==> src/rtl/mem_pkg.sv <==
package mem_pkg;

    // ~~~~~~~~~~~~~~~~~~~~
    // Widths.
    // ~~~~~~~~~~~~~~~~~~~~
    typedef logic [31:0] word_t;
    typedef logic [63:0] bus64_t;
    typedef logic [31:0] mem_addr_t;     // RAM decodes bits 7 to 0 only.
    typedef logic [4:0]  reg_addr_t;
    typedef logic [13:0] csr_addr_t;
    typedef logic [2:0]  credit_t;

    // ~~~~~~~~~~~~~~~~~~~~
    // Sizes and fixed values.
    // ~~~~~~~~~~~~~~~~~~~~
    localparam int        IN_DEPTH     = 4;
    localparam int        OUT_CREDITS  = 4;
    localparam int        RAM_WORDS    = 64;
    localparam int        CSR_COUNT    = 8;     // General CSRs at 0 to 7.
    localparam csr_addr_t CSR_TID_ADDR = 14'h0040;
    localparam word_t     TID_VALUE    = 32'h0000_0035;

    typedef enum logic [3:0] {
        OP_ALU,
        OP_LD_B,
        OP_LD_BU,
        OP_LD_H,
        OP_LD_HU,
        OP_LD_W,
        OP_ST_B,
        OP_ST_W,
        OP_CSRRD,
        OP_CSRWR,
        OP_CSRXCHG,
        OP_RDCNTID,
        OP_RDCNTVLW,
        OP_RDCNTVHW
    } mem_op_t;

    typedef enum logic {
        ACC_IDLE,
        ACC_WAIT_RAM
    } access_state_t;

    typedef struct packed {
        mem_op_t   op;
        logic      reg_write_en;
        reg_addr_t reg_write_addr;
        word_t     reg_write_data;  // ALU result or store data.
        mem_addr_t mem_addr;
        csr_addr_t csr_addr;
        word_t     csr_write_data;
        word_t     csr_mask;
    } ex_mem_t;

    typedef struct packed {
        logic      write_en;
        reg_addr_t write_addr;
        word_t     write_data;
    } mem_wb_t;

    typedef struct packed {
        logic      write_en;
        csr_addr_t write_addr;
        word_t     write_data;
    } csr_write_t;

endpackage

==> src/rtl/mem_issue_queue.sv <==
`timescale 1ns/10ps

module mem_issue_queue (
    input  logic             clk,
    input  logic             rst_n,
    input  logic             in_valid,
    input  mem_pkg::ex_mem_t in_op,
    input  logic             issue_pop,
    output logic             in_credit,
    output logic             issue_valid,
    output mem_pkg::ex_mem_t issue_op
);

    mem_pkg::ex_mem_t                     fifo [mem_pkg::IN_DEPTH];
    logic [$clog2(mem_pkg::IN_DEPTH)-1:0] wr_ptr;
    logic [$clog2(mem_pkg::IN_DEPTH)-1:0] rd_ptr;
    mem_pkg::credit_t                     count;

    assign issue_valid = (count != '0);
    assign issue_op    = fifo[rd_ptr];

    // Entry storage.
    always_ff @(posedge clk) begin
        if (in_valid) begin
            fifo[wr_ptr] <= in_op;
        end
    end

    // ~~~~~~~~~~~~~~~~~~~~
    // Pointers and credits.
    // ~~~~~~~~~~~~~~~~~~~~
    // Depth is a power of two so the pointers wrap on their own.
    always_ff @(posedge clk or negedge rst_n) begin
        if (!rst_n) begin
            wr_ptr    <= '0;
            rd_ptr    <= '0;
            count     <= '0;
            in_credit <= 1'b0;
        end else begin
            if (in_valid) begin
                wr_ptr <= wr_ptr + 1'b1;
            end
            if (issue_pop) begin
                rd_ptr <= rd_ptr + 1'b1;
            end
            count     <= count + mem_pkg::credit_t'(in_valid)
                               - mem_pkg::credit_t'(issue_pop);
            in_credit <= issue_pop;   // One credit back per pop.
        end
    end

endmodule

==> config.mk <==
export PLATFORM = sky130hd
export DESIGN_NAME = mem_issue_queue
export DESIGN_NICKNAME = d
export VERILOG_FILES = /design/src/rtl/mem_pkg.sv /design/src/rtl/mem_issue_queue.sv
export SDC_FILE = /design/constraint.sdc
export NUM_CORES = 1
export LEC_CHECK = 0
export BUFFER_PORTS_ARGS = -buffer_cell sky130_fd_sc_hd__buf_2
export CAP_MARGIN = 20
export CORE_MARGIN = 2
export CORE_UTILIZATION = 55
export CTS_BUF_LIST = sky130_fd_sc_hd__clkbuf_4 sky130_fd_sc_hd__clkbuf_8
export CTS_CLUSTER_DIAMETER = 60
export DETAILED_ROUTE_END_ITERATION = 6
export HOLD_SLACK_MARGIN = 0.08
export PLACE_DENSITY = 0.8
export RECOVER_POWER = 100
export SYNTH_ARGS = -nofsm -noshare
export SYNTH_HDL_FRONTEND = slang
export SYNTH_SLANG_ARGS = --single-unit
==> constraint.sdc <==
create_clock -name clk -period 13.1 [get_ports clk]
set_input_delay 0.655 -clock clk [delete_from_list [all_inputs] [get_ports clk]]
set_output_delay 0.655 -clock clk [all_outputs]
set_load 0.1 [all_outputs]
Yosys cells after proc, flatten, opt, wreduce, memory -nomap -nowiden
Memory sizes are Yosys's and may differ from the RTL's.
Index checks and enable logic that the tools add are counted.
{ "word_totals": {"elab_cells": 12, "input_bits": 156, "reg_bits": 8, "memories": 1, "out_inout_bits": 154, "ram_bits": 608} }
{ "mem_list": {"columns": ["name", "words", "word_bits", "rd", "rd_clocked_by_memory_dff", "write_ports", "line_no", "source"], "rows": [
  ["fifo", 4, 152, 1, 0, 1, "mem_issue_queue.sv:14", "mem_pkg::ex_mem_t fifo [mem_pkg::IN_DEPTH];"]
]} }
{ "classes": {"n_addsub": 4, "n_reduce_logical": 1, "n_mux": 2} }
{ "op_table": {"columns": ["op", "n"], "rows": [
  ["2-bit by 1-bit adder with 2-bit output, second input constant", 2],
  ["3-bit by 1-bit adder with 3-bit output", 1],
  ["3-bit nonzero test", 1],
  ["3-bit by 1-bit subtractor with 3-bit output", 1],
  ["1-bit two-way mux", 2]
]} }

Longest topological paths before layout
Gate-level depths: netlist (run 1).
{ "depth": {"word_depth": 2, "depth_mapped": 7} }

Worst setup path before layout (run 1)
OpenSTA, ideal clock, no wires.
{ "synth_timing": {"path_type": "in2reg", "start": "input port in_valid", "end": "memory fifo[0][0] (netlist name), enable pin", "n_path_buf": 0, "setup_slack_ps": 8448, "path_stages": 1, "arrival_ps": 4123, "path_cell_list": "and2_1"} }
{ "synth_between": {"elab_chain_cells": 2} }
{ "synth_rtl": {"columns": ["element", "line_no", "source"], "rows": [
  ["start, declared", "mem_issue_queue.sv:6", "input logic in_valid,"],
  ["1-bit two-way mux", "mem_issue_queue.sv:24", "if (in_valid) begin"],
  ["1-bit two-way mux (implied by the code)", "mem_issue_queue.sv:25", "fifo[wr_ptr] <= in_op;"],
  ["end, declared", "mem_issue_queue.sv:14", null]
]} }
Every way passes these cells.

==> key figures, run 1 <==
Finish
  – Final net count: 1377
  – Layout fillers: 2650
  – Share of cells above drive strength 1: 24.44%
  – Count of non-filler cells in the finished layout: 1816
  – Area Overhead vs Synth: 16.00%

STA
  – Maximum operating frequency: 125.6 MHz
  – Final setup fails: 0
  – Setup TNS: 0 ns
  – Worst-Margin Slew: 4.158 ns
  – Layout Skew: 0.01187 ns
  – Fin crit share: 60.76%
  – Slew margin rel.: -177.2%
  – Hold WS: 0.2306 ns
  – Tmin final: 7.959 ns
  – Hold Fails Final Rpt: 0
  – Max Slew Vio Count: 696
  – Worst Slack Setup Final: 5.141 ns
  – RSZ-0062 raised after global routing: false

Clock tree
  – Reg clk slew, reported paths: 0.06 ns
  – Root Buffer: clkbuf_8
  – Later-pin clock latency in the skew report: 0.63 ns
  – CTS Buf Count: 95
  – TritonCTS clock tree: built
  – CTS sink cnt: 616
  – Clk buf depth: 3
  – CTS resizes: 0
  – H-tree depth: 3

Synth
  – Async S/R FF share, synth: 1.299%
  – Syn Inst Count: 828
  – Top FF cell, synth: edfxtp_1
  – Synth top area cells: edfxtp_1 (82%), mux4_2 (15%), dfrtp_1 (0.90%), buf_2 (0.40%), buf_6 (0.40%)
  – Synth Warn #: 0
  – Top cells by count, synth: edfxtp_1 (608), mux4_2 (152), buf_2 (18), buf_6 (8), dfrtp_1 (8)
  – Mapped Area: 0.02230 mm²
  – #FFs+latches synth: 616
  – Average cell area after synthesis: 26.93 µm²
  – Yosys top cell area share: 81.87%
  – Sequential-to-total area share from yosys stat: 82.77%
  – Number of synthesized flops with an enable pin: 608
  – Most common cell in the netlist: edfxtp_1
  – Cell taking the most area after synthesis: edfxtp_1
  – Yosys cell types: 17
  – Syn_nets: 991

Routing
  – DR iter-0 viols: 720
  – Vias: 10162
  – Pre-antenna DRT Iters: 5
  – Final ANT Viol Nets: 0
  – DRC: 0
  – Via density: 5.596
  – Drt total wl: 42260 µm
  – Mean routed wirelength per cell: 23.27 µm

Global routing
  – Largest net degree at the start of global routing: 66
  – GR peak layer: met2
  – Met1 GRT Util: 25.64%
  – Met3 Usage GRT: 6.224%
  – Grt met2 use: 33.65%
  – Initial antenna violation count: 5
  – Vias in the first global route: 11017
  – Gr ovfl total: 0
  – Tot GR Track Use: 20.33%
  – First-pass GRT wire length: 63300 µm

Setup path
  – Startpoint types: register
  – Worst path cell trace: clkbuf_1 > buf_4 > mux4_2 > clkbuf_1
  – Critical Path AT: 7.30 ns
  – Worst Path Required: 12.44 ns
  – Crit path capture type: output port
  – Slowest cell on crit path: clkbuf_1
  – Most used cell, CP: clkbuf_1
  – CP Class: register to output port
  – Slowest stage delay, CP: 2.50 ns
  – CP max FO: 41

Hold path
  – HP Class: primary input to register

Run status
  – Failing checks: max-capacitance violations, max-slew violations
  – Status: complete, but fails checks

Job
  – Max-cap violations: 14

Placement
  – GPL Wtd Cong: 0.7585
  – Placement Setup Slack: 8.867 ns
  – Buffers added on ports: 309
  – Post-Place Cells: 1641

Floorplanning
  – Initial core utilization: 55.87%
  – Die ar.: 0.04217 mm²
  – DIE WIDTH: 205.4 µm
  – Die Height: 205.4 µm
  – Area of the core: 0.03991 mm²
  – I/O pins: 310
  – Site Rows: 73
==> flip-flops by register name, summed over array words and instances (netlist names) <==
signal / cells
rd_ptr: 2
count: 3
in_credit: 1
wr_ptr: 2
fifo: 608
==> timing repair <==
| action | 4_1_cts | 5_1_grt |
|---|---|---|
| hold endpoints to repair | 8 | 0 |
| hold buffers | 1 | 0 |
| buffers inserted | 0 | 0 |
| setup endpoints to repair | 0 | 0 |
==> cell type report <==
cell class	instances	area [µm²]	share of cell area, %
clock inverters	36	255.2	0.9867
repair buffers	323	1240	4.793
well taps	525	656.9	2.539
clock buffers	136	1622	6.268
inverters	6	22.52	0.08706
flip-flops and latches	616	18460	71.37
diodes	2	5.005	0.01935
multi-input cells	172	3606	13.94
==> through the flow <==
step                      util [%]  instance area [µm²]
after floorplan                  -                22300
after global placement       61.14                24400
after detailed placement     61.14                24400
after CTS                    65.87                26290
after global routing         64.80                25870
final                        64.81                25870
==> cells by family (layout without fill, tap and decap cells) <==
group / after synthesis / after routing / share of synthesized area [%]
and+or+nand+nor: 7 / 7 / 0.1739
AOI/OAI and AO/OA: 1 / 1 / 0.02242
other: 0 / 2 / 0
buffers and inverters: 40 / 501 / 1.060
muxes: 152 / 152 / 15.35
xor gates and xnor gates: 5 / 5 / 0.1964
adders and majority gates: 7 / 7 / 0.4264
DFF: 616 / 616 / 82.77
==> metal layers <==
layer / share of wire, % / vias up
met2: 51 / 363
met1: 38 / 5330
met3: 8.0 / 75
li1: - / 4386
met5: 0.14 / -
met4: 2.2 / 8
==> worst max-delay path, delay by kind of cell (launching register included) <==
family / cells / cell delay (ns)
multiplexers: 1 / 0.36
buffers and inverters: 3 / 4.34
flip-flops: 1 / 1.89
==> final timing paths <==
path,startpoint,to,slack (ns),cells past startpoint
min reg2reg,wr_ptr[0]$_DFFE_PN0P_,wr_ptr[0]$_DFFE_PN0P_,0.54,1
max reg2reg,wr_ptr[0]$_DFFE_PN0P_,fifo[0][84]$_DFFE_PP_,5.83,5
max in group asynchronous,rst_n,rd_ptr[1]$_DFFE_PN0P_,12.22,2
max,rd_ptr[0]$_DFFE_PN0P_,issue_op[92],5.14,4
min,issue_pop,in_credit$_DFF_PN0_,0.23,1
min in group asynchronous,rst_n,rd_ptr[0]$_DFFE_PN0P_,0.50,2
==> placed cells by master, fill, tap and decap left out <==
cell type,count
nand2_1,2
dlygate4sd3_1,1
bufinv_16,3
or3_1,1
diode_2,2
and2_0,4
clkinv_2,7
buf_2,5
clkbuf_1,313
ha_1,6
clkinv_1,19
inv_1,6
fa_1,1
xnor2_1,3
clkinvlp_4,4
xor2_1,2
inv_8,1
edfxtp_1,608
mux4_2,152
dfrtp_4,1
dfrtp_1,7
clkbuf_4,40
o21ai_0,1
inv_6,2
buf_4,4
clkbuf_8,96
Power of run 1 is left out: the tool's default activity adds up to more than one toggle a clock period on the data nets, which glitch-free logic cannot reach.
==> inputs of run 2 (changes only) <==
Clock period 13.1 ns to 8.1 ns, I/O delays scaled along.
==> run 2 against run 1 <==
  * Utilization rose by 4.1 points
  * The run still ends with max-capacitance violations, max-slew violations left
  * Highest routed layer is now met4
  * Critical endpoint is now fifo[3][111]$_DFFE_PP_
  * Register-to-register slack got worse by 3.0 ns
  * Count of clock-buffer cells in the layout fell by 8
==> key figures, run 2 (synthesis results as in run 1) <==
STA
  – Max Slew Vio Count: 315
  – Worst-Margin Slew: 4.499 ns
  – Maximum operating frequency: 185.5 MHz
  – Slew margin rel.: -200.1%
  – Layout Skew: 0.02264 ns
  – Tmin final: 5.391 ns
  – Final setup fails: 0
  – RSZ-0062 raised after global routing: false
  – Hold Fails Final Rpt: 0
  – Fin crit share: 66.56%
  – Setup TNS: 0 ns

Setup path
  – Slowest cell on crit path: and2_0
  – CP max FO: 59
  – R2r endpoint: fifo[3][111]$_DFFE_PP_
  – Startpoint types: primary input
  – Worst Path Required: 8.36 ns
  – Critical Path AT: 5.65 ns
  – Worst flop-to-flop path startpoint: wr_ptr[0]$_DFFE_PN0P_
  – Slowest stage delay, CP: 3.29 ns
  – R2R Setup Slk: 2.85 ns
  – Worst Path Buf+Inv: 3
  – Crit path launch: in_valid
  – Crit path max-delay family: simple AND/OR/NAND/NOR gates
  – Crit path capture type: register
  – CP Class: primary input to register
  – Worst-case reg-to-reg path depth: 3
  – Worst path cell trace: dlygate4sd3_1 > clkbuf_1 > and2_0 > buf_4

Finish
  – Share of cells above drive strength 1: 24.38%
  – Commonest non-fill, non-tap cells in the layout: edfxtp_1 (608), clkbuf_1 (272), dlygate4sd3_1 (155)
  – Area Overhead vs Synth: 23.39%
  – Top reg by flops: fifo
  – Layout fillers: 2452
  – Final net count: 1531
  – Biggest regs: fifo: 608 flops, count: 3 flops
  – Largest register FFs: 608
  – Most common cell after layout, fill and taps aside: edfxtp_1

Routing
  – DR iter-0 viols: 837
  – Vias: 10866
  – Drt total wl: 45280 µm
  – Pre-antenna DRT Iters: 4
  – DRC: 0
  – Via density: 5.496
  – Final ANT Viol Nets: 0
  – Mean routed wirelength per cell: 22.90 µm

Clock tree
  – CTS Buf Count: 95
  – TritonCTS clock tree: built
  – Root Buffer: clkbuf_8
  – Clk buf depth: 3
  – CTS sink cnt: 616
  – H-tree depth: 3
  – CTS resizes: 0
  – Later-pin clock latency in the skew report: 0.64 ns
  – Reg clk slew, reported paths: 0.07 ns

Global routing
  – Tot GR Track Use: 21.92%
  – First-pass GRT wire length: 67780 µm
  – Largest net degree at the start of global routing: 64
  – Initial antenna violation count: 4
  – Gr ovfl total: 0
  – Vias in the first global route: 11748

Floorplanning
  – I/O pins: 310
  – Initial core utilization: 55.87%
  – DIE WIDTH: 205.4 µm
  – Area of the core: 0.03991 mm²
  – Die ar.: 0.04217 mm²
  – Site Rows: 73
  – Die Height: 205.4 µm

Placement
  – Detailed placement HPWL: 24790 µm
  – GPL Wtd Cong: 0.7586
  – Buffers added on ports: 309

Job
  – Max-cap violations: 6

Hold path
  – HP Class: primary input to asynchronous set/reset pin

Run status
  – Failing checks: max-capacitance violations, max-slew violations
  – Status: complete, but fails checks
==> run 2: cell count changes in the layout (fill, tap and decap cells not counted), moves of 2 or more <==
cell and delta:
clkbuf_1 -41, dlygate4sd3_1 +154, clkbuf_8 +4, buf_4 +7, clkinv_2 +8, clkinvlp_4 -3, diode_2 +2, clkbuf_2 +2
clkinv_1 +8, buf_2 +32, clkbuf_4 -12
==> run 2: how the worst max path moves through the flow <==
stage / cells after the start / slack (ns) / to
finish: 4 / 2.71 / fifo[3][111]$_DFFE_PP_
global route: 3 / 2.12 / issue_op[46]
CTS: 3 / 4.08 / issue_op[96]
detailed placement: 3 / 4.82 / issue_op[81]
global placement: 3 / 4.84 / issue_op[81]
floorplan: 3 / 3.47 / fifo[0][0]$_DFFE_PP_
==> run 2: cell type report <==
| type | count | area, µm² | share of cell area, % |
|---|---|---|---|
| repair buffers | 477 | 2850 | 10.36 |
| diodes | 4 | 10.01 | 0.03638 |
| well taps | 525 | 656.9 | 2.387 |
| flip-flops and latches | 616 | 18460 | 67.10 |
| clock inverters | 49 | 321.6 | 1.169 |
| multi-input cells | 172 | 3606 | 13.11 |
| clock buffers | 128 | 1587 | 5.766 |
| inverters | 6 | 22.52 | 0.08185 |
==> run 2: per-layer routing <==
| metal | routed length [µm] | GRT usage [%] |
|---|---|---|
| met5 | 0 | 0 |
| met4 | 1386 | 8.428 |
| met3 | 3337 | 6.050 |
| met2 | 23520 | 36.63 |
| met1 | 17030 | 27.64 |
==> run 2: timing repair <==
| item | 4_1_cts | 5_1_grt |
|---|---|---|
| endpoints found under the hold margin | 621 | 0 |
| hold buffers | 155 | 0 |
| setup buffers | 0 | 0 |
| endpoints found under the setup margin | 0 | 0 |
==> run 2: per-stage QoR <==
| step | hold slack (ns) | std cells | setup WS, ns | utilization (%) | instance area (µm²) |
|---|---|---|---|---|---|
| global placement | 0.2650 | 1641 | 4.844 | 61.14 | 24400 |
| CTS | 0.08203 | 1973 | 4.077 | 69.81 | 27860 |
| finish | 0.2355 | 1977 | 2.709 | 68.94 | 27520 |
| floorplan | 0.1094 | 828 | 3.475 | - | 22300 |
| detailed placement | 0.2647 | 1641 | 4.823 | 61.14 | 24400 |
| global route | 0.2411 | 1977 | 2.121 | 68.94 | 27520 |
Power of run 2 is left out for the same reason.
